File: config.mk
export PLATFORM = sky130hd
export DESIGN_NAME = bounce_top
export DESIGN_NICKNAME = d
export VERILOG_FILES = /design/src/source/bounce_pkg.sv /design/src/source/draw_bus_if.sv /design/src/source/bounce_top.sv /design/src/source/display_timing.sv /design/src/source/framebuffer_db.sv /design/src/source/rect_fill_drawer.sv /design/src/source/square_animator.sv
export VERILOG_INCLUDE_DIRS = /design/src /design/src/source
export SDC_FILE = /design/constraint.sdc
export NUM_CORES = 2
export LEC_CHECK = 0
export BUFFER_PORTS_ARGS = -buffer_cell sky130_fd_sc_hd__buf_2
export CAP_MARGIN = 20
export CELL_PAD_IN_SITES_DETAIL_PLACEMENT = 1
export CELL_PAD_IN_SITES_GLOBAL_PLACEMENT = 1
export CORE_MARGIN = 3
export CORE_UTILIZATION = 54
export CTS_CLUSTER_SIZE = 12
export DETAILED_ROUTE_END_ITERATION = 10
export PLACE_DENSITY = 0.87
export SLEW_MARGIN = 10
export SYNTH_ARGS = -nofsm -noshare
export SYNTH_HDL_FRONTEND = slang
export SYNTH_MEMORY_MAX_BITS = 65536
export SYNTH_SLANG_ARGS = --single-unit
File: constraint.sdc
create_clock -name clk_100m -period 23.5 [get_ports clk_100m]
set_clock_uncertainty 0.05 [all_clocks]
set_input_delay 4.7 -clock clk_100m [delete_from_list [all_inputs] [get_ports clk_100m]]
set_output_delay 4.7 -clock clk_100m [all_outputs]
set_load 0.05 [all_outputs]
File: src/source/bounce_cfg.svh
// =========================================================================
// bounce display configuration
// raster geometry, framebuffer size and drawing colours
// =========================================================================
`ifndef BOUNCE_CFG_SVH
`define BOUNCE_CFG_SVH

// raster, in pixels and lines
`define BOUNCE_H_ACTIVE     64
`define BOUNCE_H_TOTAL      80
`define BOUNCE_H_SYNC_START 68
`define BOUNCE_H_SYNC_END   72
`define BOUNCE_V_ACTIVE     36
`define BOUNCE_V_TOTAL      40
`define BOUNCE_V_SYNC_START 37
`define BOUNCE_V_SYNC_END   38

// framebuffer geometry and upscale
`define BOUNCE_FB_WIDTH     32
`define BOUNCE_FB_HEIGHT    18
`define BOUNCE_FB_SCALE     2

// square edge and colours
`define BOUNCE_SQ_SIZE      8
`define BOUNCE_SQ_CIDX      4'hB
`define BOUNCE_BG_CIDX      4'h0

`endif

File: src/source/bounce_pkg.sv
// =========================================================================
// bounce display types
// coordinates, colour indices, memory addresses and the draw FSM states
// =========================================================================
`default_nettype none

package bounce_pkg;

    // screen or framebuffer coordinate
    typedef logic signed [15:0] coord_t;

    // colour index, palette lookup happens downstream
    typedef logic [3:0] cidx_t;

    // framebuffer word address, 576 words
    typedef logic [9:0] fb_addr_t;

    // animator draw sequencing
    typedef enum logic [1:0] {
        IDLE,
        INIT,
        DRAW,
        DONE
    } draw_state_t;

endpackage

`default_nettype wire

File: src/source/draw_bus_if.sv
// =========================================================================
// draw bus
// pixel writes from the shape drawer into the framebuffer
// =========================================================================
`default_nettype none
`timescale 1ns/100ps

interface draw_bus_if import bounce_pkg::*; ();

    logic   we;    // one pixel written per high cycle
    coord_t x;     // framebuffer column
    coord_t y;     // framebuffer row
    cidx_t  cidx;  // colour to write
    logic   busy;  // memory clearing, drawer holds position

    modport drawer (
        output we, x, y, cidx,
        input  busy
    );

    modport memory (
        input  we, x, y, cidx,
        output busy
    );

endinterface

`default_nettype wire

File: src/source/bounce_top.sv
// =========================================================================
// bouncing square display top level
// timing, animation, drawing and framebuffer on a single clock
// =========================================================================
`default_nettype none
`timescale 1ns/100ps

module bounce_top import bounce_pkg::*; (
    input  wire logic clk_100m,
    input  wire logic reset,
    output cidx_t     pixel,
    output logic      hsync,
    output logic      vsync,
    output logic      de,
    output logic      frame
);

    coord_t sx, sy;     // screen position
    logic   hsync_raw;
    logic   vsync_raw;
    logic   de_raw;
    logic   draw_start;
    logic   draw_done;
    logic   fb_wready;
    coord_t rx0, ry0, rx1, ry1;  // square corners

    draw_bus_if draw_bus ();

    display_timing timing_i (
        .clk_100m,
        .reset,
        .sx,
        .sy,
        .hsync (hsync_raw),
        .vsync (vsync_raw),
        .de    (de_raw),
        .frame,
        .line  ()
    );

    square_animator anim_i (
        .clk_100m,
        .reset,
        .frame,
        .wready (fb_wready),
        .done   (draw_done),
        .start  (draw_start),
        .x0     (rx0),
        .y0     (ry0),
        .x1     (rx1),
        .y1     (ry1)
    );

    rect_fill_drawer drawer_i (
        .clk_100m,
        .reset,
        .start (draw_start),
        .x0    (rx0),
        .y0    (ry0),
        .x1    (rx1),
        .y1    (ry1),
        .done  (draw_done),
        .bus   (draw_bus.drawer)
    );

    framebuffer_db fb_i (
        .clk_100m,
        .reset,
        .frame,
        .de     (de_raw),
        .sx,
        .sy,
        .wready (fb_wready),
        .pixel,
        .bus    (draw_bus.memory)
    );

    // framebuffer read takes a cycle, delay sync and enable to match
    always_ff @(posedge clk_100m) begin
        if (reset) begin
            hsync <= 1'b0;
            vsync <= 1'b0;
            de    <= 1'b0;
        end else begin
            hsync <= hsync_raw;
            vsync <= vsync_raw;
            de    <= de_raw;
        end
    end

endmodule

`default_nettype wire

File: src/source/display_timing.sv
// =========================================================================
// display timing for the 64x36 raster, 80x40 total
// screen position, syncs, data enable and frame/line strobes
// =========================================================================
`default_nettype none
`timescale 1ns/100ps
`include "bounce_cfg.svh"

module display_timing import bounce_pkg::*; (
    input  wire logic clk_100m,
    input  wire logic reset,
    output coord_t    sx,
    output coord_t    sy,
    output logic      hsync,
    output logic      vsync,
    output logic      de,
    output logic      frame,
    output logic      line
);

    localparam coord_t H_ACTIVE     = coord_t'(`BOUNCE_H_ACTIVE);
    localparam coord_t H_SYNC_START = coord_t'(`BOUNCE_H_SYNC_START);
    localparam coord_t H_SYNC_END   = coord_t'(`BOUNCE_H_SYNC_END);
    localparam coord_t H_LAST       = coord_t'(`BOUNCE_H_TOTAL - 1);
    localparam coord_t V_ACTIVE     = coord_t'(`BOUNCE_V_ACTIVE);
    localparam coord_t V_SYNC_START = coord_t'(`BOUNCE_V_SYNC_START);
    localparam coord_t V_SYNC_END   = coord_t'(`BOUNCE_V_SYNC_END);
    localparam coord_t V_LAST       = coord_t'(`BOUNCE_V_TOTAL - 1);

    coord_t h;  // raster column counter
    coord_t v;  // raster line counter

    always_ff @(posedge clk_100m) begin
        if (reset) begin
            h <= '0;
            v <= '0;
        end else if (h == H_LAST) begin
            h <= '0;
            v <= (v == V_LAST) ? '0 : v + 16'sd1;
        end else begin
            h <= h + 16'sd1;
        end
    end

    // outputs registered together so strobes line up with sx/sy
    always_ff @(posedge clk_100m) begin
        if (reset) begin
            sx    <= '0;
            sy    <= '0;
            hsync <= 1'b0;
            vsync <= 1'b0;
            de    <= 1'b0;
            frame <= 1'b0;
            line  <= 1'b0;
        end else begin
            sx    <= h;
            sy    <= v;
            hsync <= (h >= H_SYNC_START) && (h < H_SYNC_END);  // active high
            vsync <= (v >= V_SYNC_START) && (v < V_SYNC_END);
            de    <= (h < H_ACTIVE) && (v < V_ACTIVE);
            frame <= (h == '0) && (v == '0);  // top left corner
            line  <= (h == '0);
        end
    end

endmodule

`default_nettype wire

File: src/source/framebuffer_db.sv
// =========================================================================
// double-buffered colour-index framebuffer
// clears the back bank, takes draw writes, swaps at frame, scaled readout
// =========================================================================
`default_nettype none
`timescale 1ns/100ps
`include "bounce_cfg.svh"

module framebuffer_db import bounce_pkg::*; (
    input  wire logic   clk_100m,
    input  wire logic   reset,
    input  wire logic   frame,
    input  wire logic   de,
    input  wire coord_t sx,
    input  wire coord_t sy,
    output logic        wready,
    output cidx_t       pixel,
    draw_bus_if.memory  bus
);

    localparam int       DEPTH = `BOUNCE_FB_WIDTH * `BOUNCE_FB_HEIGHT;
    localparam fb_addr_t LAST  = fb_addr_t'(DEPTH - 1);

    cidx_t    bank0 [DEPTH];
    cidx_t    bank1 [DEPTH];
    logic     front_sel;  // 1 shows bank1, writes go to bank0
    logic     front_ok;   // a drawn bank has been swapped in
    logic     boot;       // first cycle out of reset
    logic     clearing;
    logic     drawn;      // back bank holds a fresh image
    fb_addr_t clr_addr;
    logic     swap;
    logic     wr_en;
    fb_addr_t wr_addr;
    cidx_t    wr_data;
    fb_addr_t rd_addr;

    assign swap     = frame && drawn;
    assign bus.busy = clearing;

    always_ff @(posedge clk_100m) begin
        if (reset) begin
            boot      <= 1'b1;
            clearing  <= 1'b0;
            clr_addr  <= '0;
            front_sel <= 1'b0;
            front_ok  <= 1'b0;
            drawn     <= 1'b0;
            wready    <= 1'b0;
        end else begin
            boot <= 1'b0;
            if (boot || swap) begin
                clearing <= 1'b1;
                clr_addr <= '0;
            end else if (clearing) begin
                clr_addr <= clr_addr + 1'b1;
                if (clr_addr == LAST) begin
                    clearing <= 1'b0;
                    wready   <= 1'b1;  // back bank blank, ready to draw
                end
            end
            if (swap) begin
                front_sel <= ~front_sel;
                front_ok  <= 1'b1;
                drawn     <= 1'b0;
                wready    <= 1'b0;
            end else if (bus.we) begin
                drawn  <= 1'b1;
                wready <= 1'b0;
            end
        end
    end

    // clear and draw never overlap, busy keeps the drawer off the port
    assign wr_en   = clearing || bus.we;
    assign wr_addr = clearing ? clr_addr
                              : fb_addr_t'(bus.y * `BOUNCE_FB_WIDTH + bus.x);
    assign wr_data = clearing ? `BOUNCE_BG_CIDX : bus.cidx;

    // each fb pixel covers a SCALE x SCALE block on screen
    assign rd_addr = fb_addr_t'((sy / `BOUNCE_FB_SCALE) * `BOUNCE_FB_WIDTH
                                + sx / `BOUNCE_FB_SCALE);

    always_ff @(posedge clk_100m) begin
        if (wr_en) begin
            if (front_sel) begin
                bank0[wr_addr] <= wr_data;
            end else begin
                bank1[wr_addr] <= wr_data;
            end
        end
        if (de && front_ok) begin
            pixel <= front_sel ? bank1[rd_addr] : bank0[rd_addr];
        end else begin
            pixel <= `BOUNCE_BG_CIDX;  // blanking or nothing shown yet
        end
    end

endmodule

`default_nettype wire

File: src/source/rect_fill_drawer.sv
// =========================================================================
// filled rectangle drawer
// row-major walk over [x0,x1) x [y0,y1), one pixel per non-busy cycle
// =========================================================================
`default_nettype none
`timescale 1ns/100ps
`include "bounce_cfg.svh"

module rect_fill_drawer import bounce_pkg::*; (
    input  wire logic   clk_100m,
    input  wire logic   reset,
    input  wire logic   start,
    input  wire coord_t x0,
    input  wire coord_t y0,
    input  wire coord_t x1,
    input  wire coord_t y1,
    output logic        done,
    draw_bus_if.drawer  bus
);

    coord_t cx, cy;       // current pixel
    coord_t left;         // column to return to at row end
    coord_t right_last;   // last column, x1-1
    coord_t bottom_last;  // last row, y1-1
    logic   active;
    logic   last;

    assign last     = (cx == right_last) && (cy == bottom_last);
    assign bus.we   = active && !bus.busy;  // hold while memory clears
    assign bus.x    = cx;
    assign bus.y    = cy;
    assign bus.cidx = `BOUNCE_SQ_CIDX;

    always_ff @(posedge clk_100m) begin
        if (reset) begin
            active <= 1'b0;
            done   <= 1'b0;
        end else begin
            done <= bus.we && last;  // one cycle after final write
            if (start) begin
                active <= 1'b1;
            end else if (bus.we && last) begin
                active <= 1'b0;
            end
        end
    end

    always_ff @(posedge clk_100m) begin
        if (start) begin
            cx          <= x0;
            cy          <= y0;
            left        <= x0;
            right_last  <= x1 - 16'sd1;
            bottom_last <= y1 - 16'sd1;
        end else if (bus.we) begin
            if (cx == right_last) begin
                cx <= left;  // next row
                cy <= cy + 16'sd1;
            end else begin
                cx <= cx + 16'sd1;
            end
        end
    end

endmodule

`default_nettype wire

File: src/source/square_animator.sv
// =========================================================================
// square animator
// bounces the square once per frame and launches one draw per frame
// =========================================================================
`default_nettype none
`timescale 1ns/100ps
`include "bounce_cfg.svh"

module square_animator import bounce_pkg::*; (
    input  wire logic clk_100m,
    input  wire logic reset,
    input  wire logic frame,
    input  wire logic wready,
    input  wire logic done,
    output logic      start,
    output coord_t    x0,
    output coord_t    y0,
    output coord_t    x1,
    output coord_t    y1
);

    localparam int     X_LIMIT = `BOUNCE_FB_WIDTH - (`BOUNCE_SQ_SIZE + 1);
    localparam int     Y_LIMIT = `BOUNCE_FB_HEIGHT - (`BOUNCE_SQ_SIZE + 1);
    localparam coord_t SQ_SIZE = coord_t'(`BOUNCE_SQ_SIZE);

    coord_t      qx, qy;    // top left of square
    logic        qdx, qdy;  // 1 moves left/up
    draw_state_t state;

    // one axis step, returns {direction, position}
    function automatic logic [16:0] step(input coord_t pos, input logic neg,
                                         input int limit);
        logic [16:0] nxt;
        if (pos >= limit) begin
            nxt = {1'b1, pos - 16'sd1};  // far edge, turn back
        end else if (pos < 1) begin
            nxt = {1'b0, pos + 16'sd1};  // near edge
        end else begin
            nxt = {neg, neg ? pos - 16'sd1 : pos + 16'sd1};
        end
        return nxt;
    endfunction

    always_ff @(posedge clk_100m) begin
        if (reset) begin
            qx  <= '0;
            qy  <= '0;
            qdx <= 1'b0;
            qdy <= 1'b0;
        end else if (frame) begin
            {qdx, qx} <= step(qx, qdx, X_LIMIT);
            {qdy, qy} <= step(qy, qdy, Y_LIMIT);
        end
    end

    always_ff @(posedge clk_100m) begin
        if (reset) begin
            state <= IDLE;
            start <= 1'b0;
        end else begin
            start <= 1'b0;  // single cycle pulse
            case (state)
                IDLE: if (frame) state <= INIT;
                INIT: begin
                    if (wready) begin
                        start <= 1'b1;
                        state <= DRAW;
                    end
                end
                DRAW: if (done) state <= DONE;
                DONE: state <= IDLE;
                default: state <= IDLE;
            endcase
        end
    end

    // corners latched together with start
    always_ff @(posedge clk_100m) begin
        if (state == INIT && wready) begin
            x0 <= qx;
            y0 <= qy;
            x1 <= qx + SQ_SIZE;
            y1 <= qy + SQ_SIZE;
        end
    end

endmodule

`default_nettype wire

Yosys cells after proc, flatten, opt, wreduce, memory -nomap -nowiden
Memories as Yosys holds them, arrays and structs flattened.
Cells that the tools add are included.
{"block": "classes", "bitwise": 5, "n_mux": 33, "addsub": 17, "n_eq_ne": 11, "reduce_logical": 31, "order_cmp": 10}
{"cell": "$mux 16", "count": 9}
{"cell": "$add 16x2->16 const B", "count": 5}
{"cell": "$mux 17", "count": 4}
{"cell": "$sub 16x2->16 const B", "count": 4}
{"cell": "$add 16x5->16 const B", "count": 2}
{"cell": "$eq 16x16->1", "count": 2}
{"cell": "$logic_not 16->1", "count": 2}
{"cell": "$lt 16x2->1 const B", "count": 2}
{"cell": "$lt 16x7->1 const B", "count": 2}
{"cell": "$lt 16x8->1 const B", "count": 2}
{"cell": "$add 10x10->10", "count": 2}
{"cell": "$add 16x1->16 const B", "count": 1}
{"cell": "$eq 16x7->1 const B", "count": 1}
{"cell": "$eq 16x8->1 const B", "count": 1}
{"cell": "$ge 16x5->1 const B", "count": 1}
{"cell": "$ge 16x6->1 const B", "count": 1}
{"cell": "$ge 16x7->1 const B", "count": 1}
{"cell": "$ge 16x8->1 const B", "count": 1}
{"cell": "$mux 1", "count": 13}
{"cell": "$add 10x1->10", "count": 1}
{"cell": "$add 10x1->10 const B", "count": 1}
{"cell": "$eq 10x10->1 const B", "count": 1}
{"cell": "$logic_and 1x1->1", "count": 10}
{"cell": "$mux 10", "count": 1}
{"cell": "18 further kinds", "count": 37}
{"block": "word_totals", "regBits": 274, "mem_count": 2, "mem_bits_rw": 4608, "word_cells": 145, "output_inout_bits": 8, "input_bits": 2}
{"memory": "fb_i.bank0", "depth": 576, "width": 4, "rd": 1, "rd_ports_with_merged_regs": 0, "wr": 1, "line_no": "framebuffer_db.sv:24", "rtl": "cidx_t bank0 [DEPTH];"}
{"memory": "fb_i.bank1", "depth": 576, "width": 4, "rd": 1, "rd_ports_with_merged_regs": 0, "wr": 1, "line_no": "framebuffer_db.sv:25", "rtl": "cidx_t bank1 [DEPTH];"}

Longest topological paths before layout
{"block": "logic_depth", "word_depth": 5, "ltp_mapped": 15, "depth_no_buf": 13}

By module
A second synthesis with hierarchy kept.
{"block": "unflattened", "hier_cells": 9579, "area_unflattened_um2": 194340.1}
{"module": "framebuffer_db", "n_inst": 1, "seq_area_each_um2": 138773.1, "cells_each": 8436, "area_each_um2": 182223.5}
{"module": "square_animator", "n_inst": 1, "seq_area_each_um2": 2482.4, "cells_each": 463, "area_each_um2": 4889.7}
{"module": "rect_fill_drawer", "n_inst": 1, "seq_area_each_um2": 2442.3, "cells_each": 389, "area_each_um2": 4450.5}
{"module": "display_timing", "n_inst": 1, "seq_area_each_um2": 1381.3, "cells_each": 285, "area_each_um2": 2697.6}
{"module": "bounce_top", "n_inst": 1, "seq_area_each_um2": 60.1, "cells_each": 6, "area_each_um2": 78.8}

Least setup slack after synthesis
No wires, ideal clock.
{"block": "synth_timing", "path_type": "register to register", "startpoint": "reg fb_i.clearing (netlist: fb_i.bus.busy)", "endpoint": "mem fb_i.bank0[460][1] in the netlist's numbering (enable)", "stages_incl_launch_ff": 8, "setup_slack_ns": 5.336, "path_buffers": 1, "setup_ns": 0.300, "required_ns": 23.150, "synth_period_minus_slack_ns": 18.164, "t_arrival_ns": 17.815, "cell_sequence": "dfxtp_1 -> clkinv_1 -> o21ai_0 -> nand2_1 -> a21oi_1 -> nand2_1 -> buf_1 -> nor2_1"}
{"block": "synth_via", "elab_chain_cells": 5, "word_cells_on_any_way": 6, "classes_between": "mux: 3; reduce/logical: 3"}
{"element": "start: declaration", "line_no": "framebuffer_db.sv:29", "rtl": "logic clearing;"}
{"element": "start signal: assignment", "line_no": "framebuffer_db.sv:44", "rtl": "clearing <= 1'b0;"}
{"element": "start signal: assignment", "line_no": "framebuffer_db.sv:53", "rtl": "clearing <= 1'b1;"}
{"element": "start signal: assignment", "line_no": "framebuffer_db.sv:58", "rtl": "clearing <= 1'b0;"}
{"element": "$logic_not 1->1", "line_no": "rect_fill_drawer.sv:29", "rtl": "assign bus.we = active && !bus.busy;"}
{"element": "$logic_and 1x1->1", "line_no": "rect_fill_drawer.sv:29"}
{"element": "$logic_or 1x1->1", "line_no": "framebuffer_db.sv:75", "rtl": "assign wr_en = clearing || bus.we;"}
{"element": "$mux 1", "line_no": "framebuffer_db.sv:85", "rtl": "if (wr_en) begin"}
{"element": "$mux 1 (not written as such)", "line_no": "framebuffer_db.sv:87", "rtl": "bank0[wr_addr] <= wr_data;"}
{"element": "end: declaration", "line_no": "framebuffer_db.sv:24"}
Parallel ways exist; a longest one is shown, timed or not.

Worst setup path in the final report
{"block": "layout_timing", "startpoint": "reg timing_i.frame", "endpoint": "out frame"}
{"element": "start: declaration", "line_no": "display_timing.sv:17", "rtl": "output logic frame,"}
{"element": "start signal: assignment", "line_no": "display_timing.sv:61", "rtl": "frame <= (h == '0) && (v == '0);"}
{"element": "end: declaration", "line_no": "bounce_top.sv:15", "rtl": "output logic frame"}
No word-level cell between the ends.

==> qor.csv <==
stage,metric,value,unit
cts,max-clock-path-buffers,3,
logic_synthesis,yosysWarnings,0,
detailed_routing,num_vias,40200,
logic_synthesis,synthArstFlopShare,0,%
grt,grt_usage,32.4,%
final_layout,final_nets,4448,
worst_setup_path,worst-setup-path-type,flop to output port,
timing,hold_viol,0,
detailed_routing,remaining_drc_errors,0,
cts,clock_sinks,1404,
timing,tightestPinTransition,1620,ps
outcome,violations,"capacitance limit, slew limit",
grt,antenna_found_initial,4,
timing,max_slew_margin,-8.88,%
detailed_routing,first_pass_iters,5,
outcome,status,finished with violations,
final_layout,multi_input_area,18900,um2
placement,port_buffers,8,
cts,cts.htree.levels,4,
timing,slew_viol_final,5,
logic_synthesis,ys_ff_latch,1404,
timing,rsz0062_at_grt,false,
cts,cts_buffers,148,
logic_synthesis,ys.flop_type,edfxtp_1,
worst_setup_path,cp-start-kind,flop,
detailed_routing,finalWirelength,193,mm
logic_synthesis,syn_area,61600,um2
hold_path,hp-class,flop to flop,
timing,max_freq,0.151,GHz
detailed_routing,wl_per_cell,32.0,um
floorplanning,floorplan.initialDensity,54.6,%
logic_synthesis,syn_inst,4492,
pwr,power_frac_clock,39.5,%
final_layout,fin_area,67700,um2
job,maxCapViolations,1,
placement,placed_cell_area,62700,um2
cts,post_cts.repair.setup_buffers,0,
pwr,peakVddDrop,0.000165,V
floorplanning,die_x,344,um
floorplanning,dieArea,118000,um2
timing,fin_ws,16900,ps
pwr,p_seq_share,50.7,%
final_layout,synthToLayoutAreaGrowth,9.85,%
floorplanning,std_cell_rows,123,
worst_setup_path,arrival,1850,ps
timing,setup_viol,0,
pwr,switching_power,0.00141,W
timing,period_share,28.1,%
worst_setup_path,end_kind,output port,
final_layout,fillers,10400,
logic_synthesis,synth-edff-count,1290,
timing,period_needed,6600,ps
cts,clock-root-buffer,clkbuf_16,
pwr,p_leak,20.2,nW
detailed_routing,ant_nets,0,
grt,grt_pass1_wl,281,mm
worst_setup_path,cp_max_fo,41,
placement,pre_cts_slack,16920,ps
cts,postCtsResizedCells,0,
cts,path_clk_slew,60,ps
floorplanning,fp.dieH,344,um
grt,grt.overflow.total,0,
grt,grt_max_degree,313,
logic_synthesis,synth_top_area_share,62.9,%
final_layout,drive_gt1_share,15.1,%
logic_synthesis,synth.largest_area_cell,edfxtp_1,
pwr,swShare,25.3,%
pwr,comb_power_share,9.9,%
grt,grt_pass1_vias,42600,
logic_synthesis,synth_nets,4534,
final_layout,seq_area,41000,um2
logic_synthesis,ys_top_cells_by_count,"nor2_1 (1,301), edfxtp_1 (1,290), mux4_2 (299)",
timing,setup_tns,0,ps
placement,dp_hpwl,101,mm
floorplanning,core,113000,um2
pwr,powerDensity,82.6,nW/um2
pwr,p_int,0.00417,W
cts,clk_latency,770,ps
logic_synthesis,yosysSeqAreaShare,66.6,%
floorplanning,ioPinCount,10,
detailed_routing,drtIter0Drc,6341,
logic_synthesis,ys_types,78,
logic_synthesis,synth.avg_cell_area,13.7,um2
worst_setup_path,cp.required,18750,ps
cts,cts_tree,done,
logic_synthesis,synth_most_common_cell,nor2_1,
detailed_routing,routed_via_density,6.69,
logic_synthesis,synth_area_leaders,"edfxtp_1 (63%), mux4_2 (11%), nor2_1 (7.9%)",
placement,gp_congestion,0.827,
cts,cts_hold_buf,0,
[worst max-delay path, stage by stage (launching register included)]
cell and delay, ps:
dfxtp_1 310, buf_4 390, buf_2 360
[sequential cells by signal, summed over array words and instances (netlist names), 2 cells and up]
register and count:
fb_i.bank1 576, anim_i.x1 16, anim_i.qy 16, anim_i.qx 16
anim_i.y1 16, fb_i.clr_addr 10, drawer_i.left 16, anim_i.y0 13
drawer_i.bus.x 16, fb_i.bank0 576, timing_i.sy 7, timing_i.h 16
drawer_i.bus.y 16, drawer_i.right_last 16, anim_i.x0 13, anim_i.state 2
drawer_i.bottom_last 16, timing_i.v 16, timing_i.sx 12
[worst paths after layout]
path	end	cells after the start	slack, ps	startpoint
max reg2reg	fb_i.pixel[1]	12	16940	timing_i.sx[15]
min	drawer_i.left[4]	0	400	anim_i.x0[4]
min reg2reg	drawer_i.left[4]	0	400	anim_i.x0[4]
max	frame	2	16900	timing_i.frame
[through the flow]
| step | power (W) | instances | hold WS [ps] | util, % |
|---|---|---|---|---|
| after CTS | 0.00558 | 5978 | 404 | 59.5 |
| after floorplan | 0.00336 | 4492 | 353 | - |
| after detailed placement | 0.00342 | 5726 | 389 | 55.6 |
| after global routing | 0.00576 | 6008 | 422 | 60.0 |
| final | 0.00559 | 6013 | 403 | 60.0 |
| after global placement | 0.00339 | 5726 | 385 | 55.6 |
[cell usage in the layout (no fill, tap or decap), types with 29 or more instances in the layout]
cell type	n
a22oi_1	97
nor4_1	33
edfxtp_1	1290
inv_1	50
nand3_1	54
nor3_1	35
buf_4	85
xor2_1	106
dfxtp_1	113
nand2_2	34
nand2_1	170
ha_1	37
and3_1	29
nor2b_1	39
mux4_2	299
clkbuf_16	149
nor2_1	1301
clkbuf_1	50
xnor2_1	81
o21ai_0	70
a21oi_1	65
[power groups by stage]
stage / clock network (W) / registers [W] / logic [W]
3_3_place_gp: 0 / 0.00288 / 0.000512
6_report: 0.00221 / 0.00283 / 0.000552
4_1_cts: 0.00221 / 0.00283 / 0.000544
5_1_grt: 0.00231 / 0.00284 / 0.000608
3_5_place_dp: 0 / 0.00288 / 0.000536
2_1_floorplan: 0 / 0.00292 / 0.000442
[layer usage]
layer | global-route usage [%] | vias to the layer above | wire (um) | share of wire (%)
met2 | 52.2 | 2970 | 92500 | 48
met3 | 8.52 | 829 | 22800 | 12
li1 | - | 16200 | - | -
met1 | 40.1 | 20200 | 65100 | 34
met5 | 0 | - | 0 | 0
met4 | 17.8 | 0 | 12100 | 6.3
[cells by family after synthesis]
logic type / after synthesis / share of synthesized area, %
fa+ha+maj: 40 / 0.825
flops: 1404 / 66.6
compound gates: 346 / 3.74
xor+xnor: 189 / 2.70
mux: 318 / 11.2
other cells: 1 / 0.00609
buf+inv: 411 / 2.97
simple gates: 1783 / 11.9
[final cells by class]
| class | count | area share, % |
|---|---|---|
| antenna | 5 | 0.0185 |
| clock buffer | 202 | 5.84 |
| inverter | 51 | 0.294 |
| timing repair buffer | 124 | 1.87 |
| clock inverter | 50 | 0.647 |
| tap | 1500 | 2.77 |
| multi-input combinational | 2677 | 27.9 |
| sequential | 1404 | 60.6 |
(Power assumes the default switching activity.)
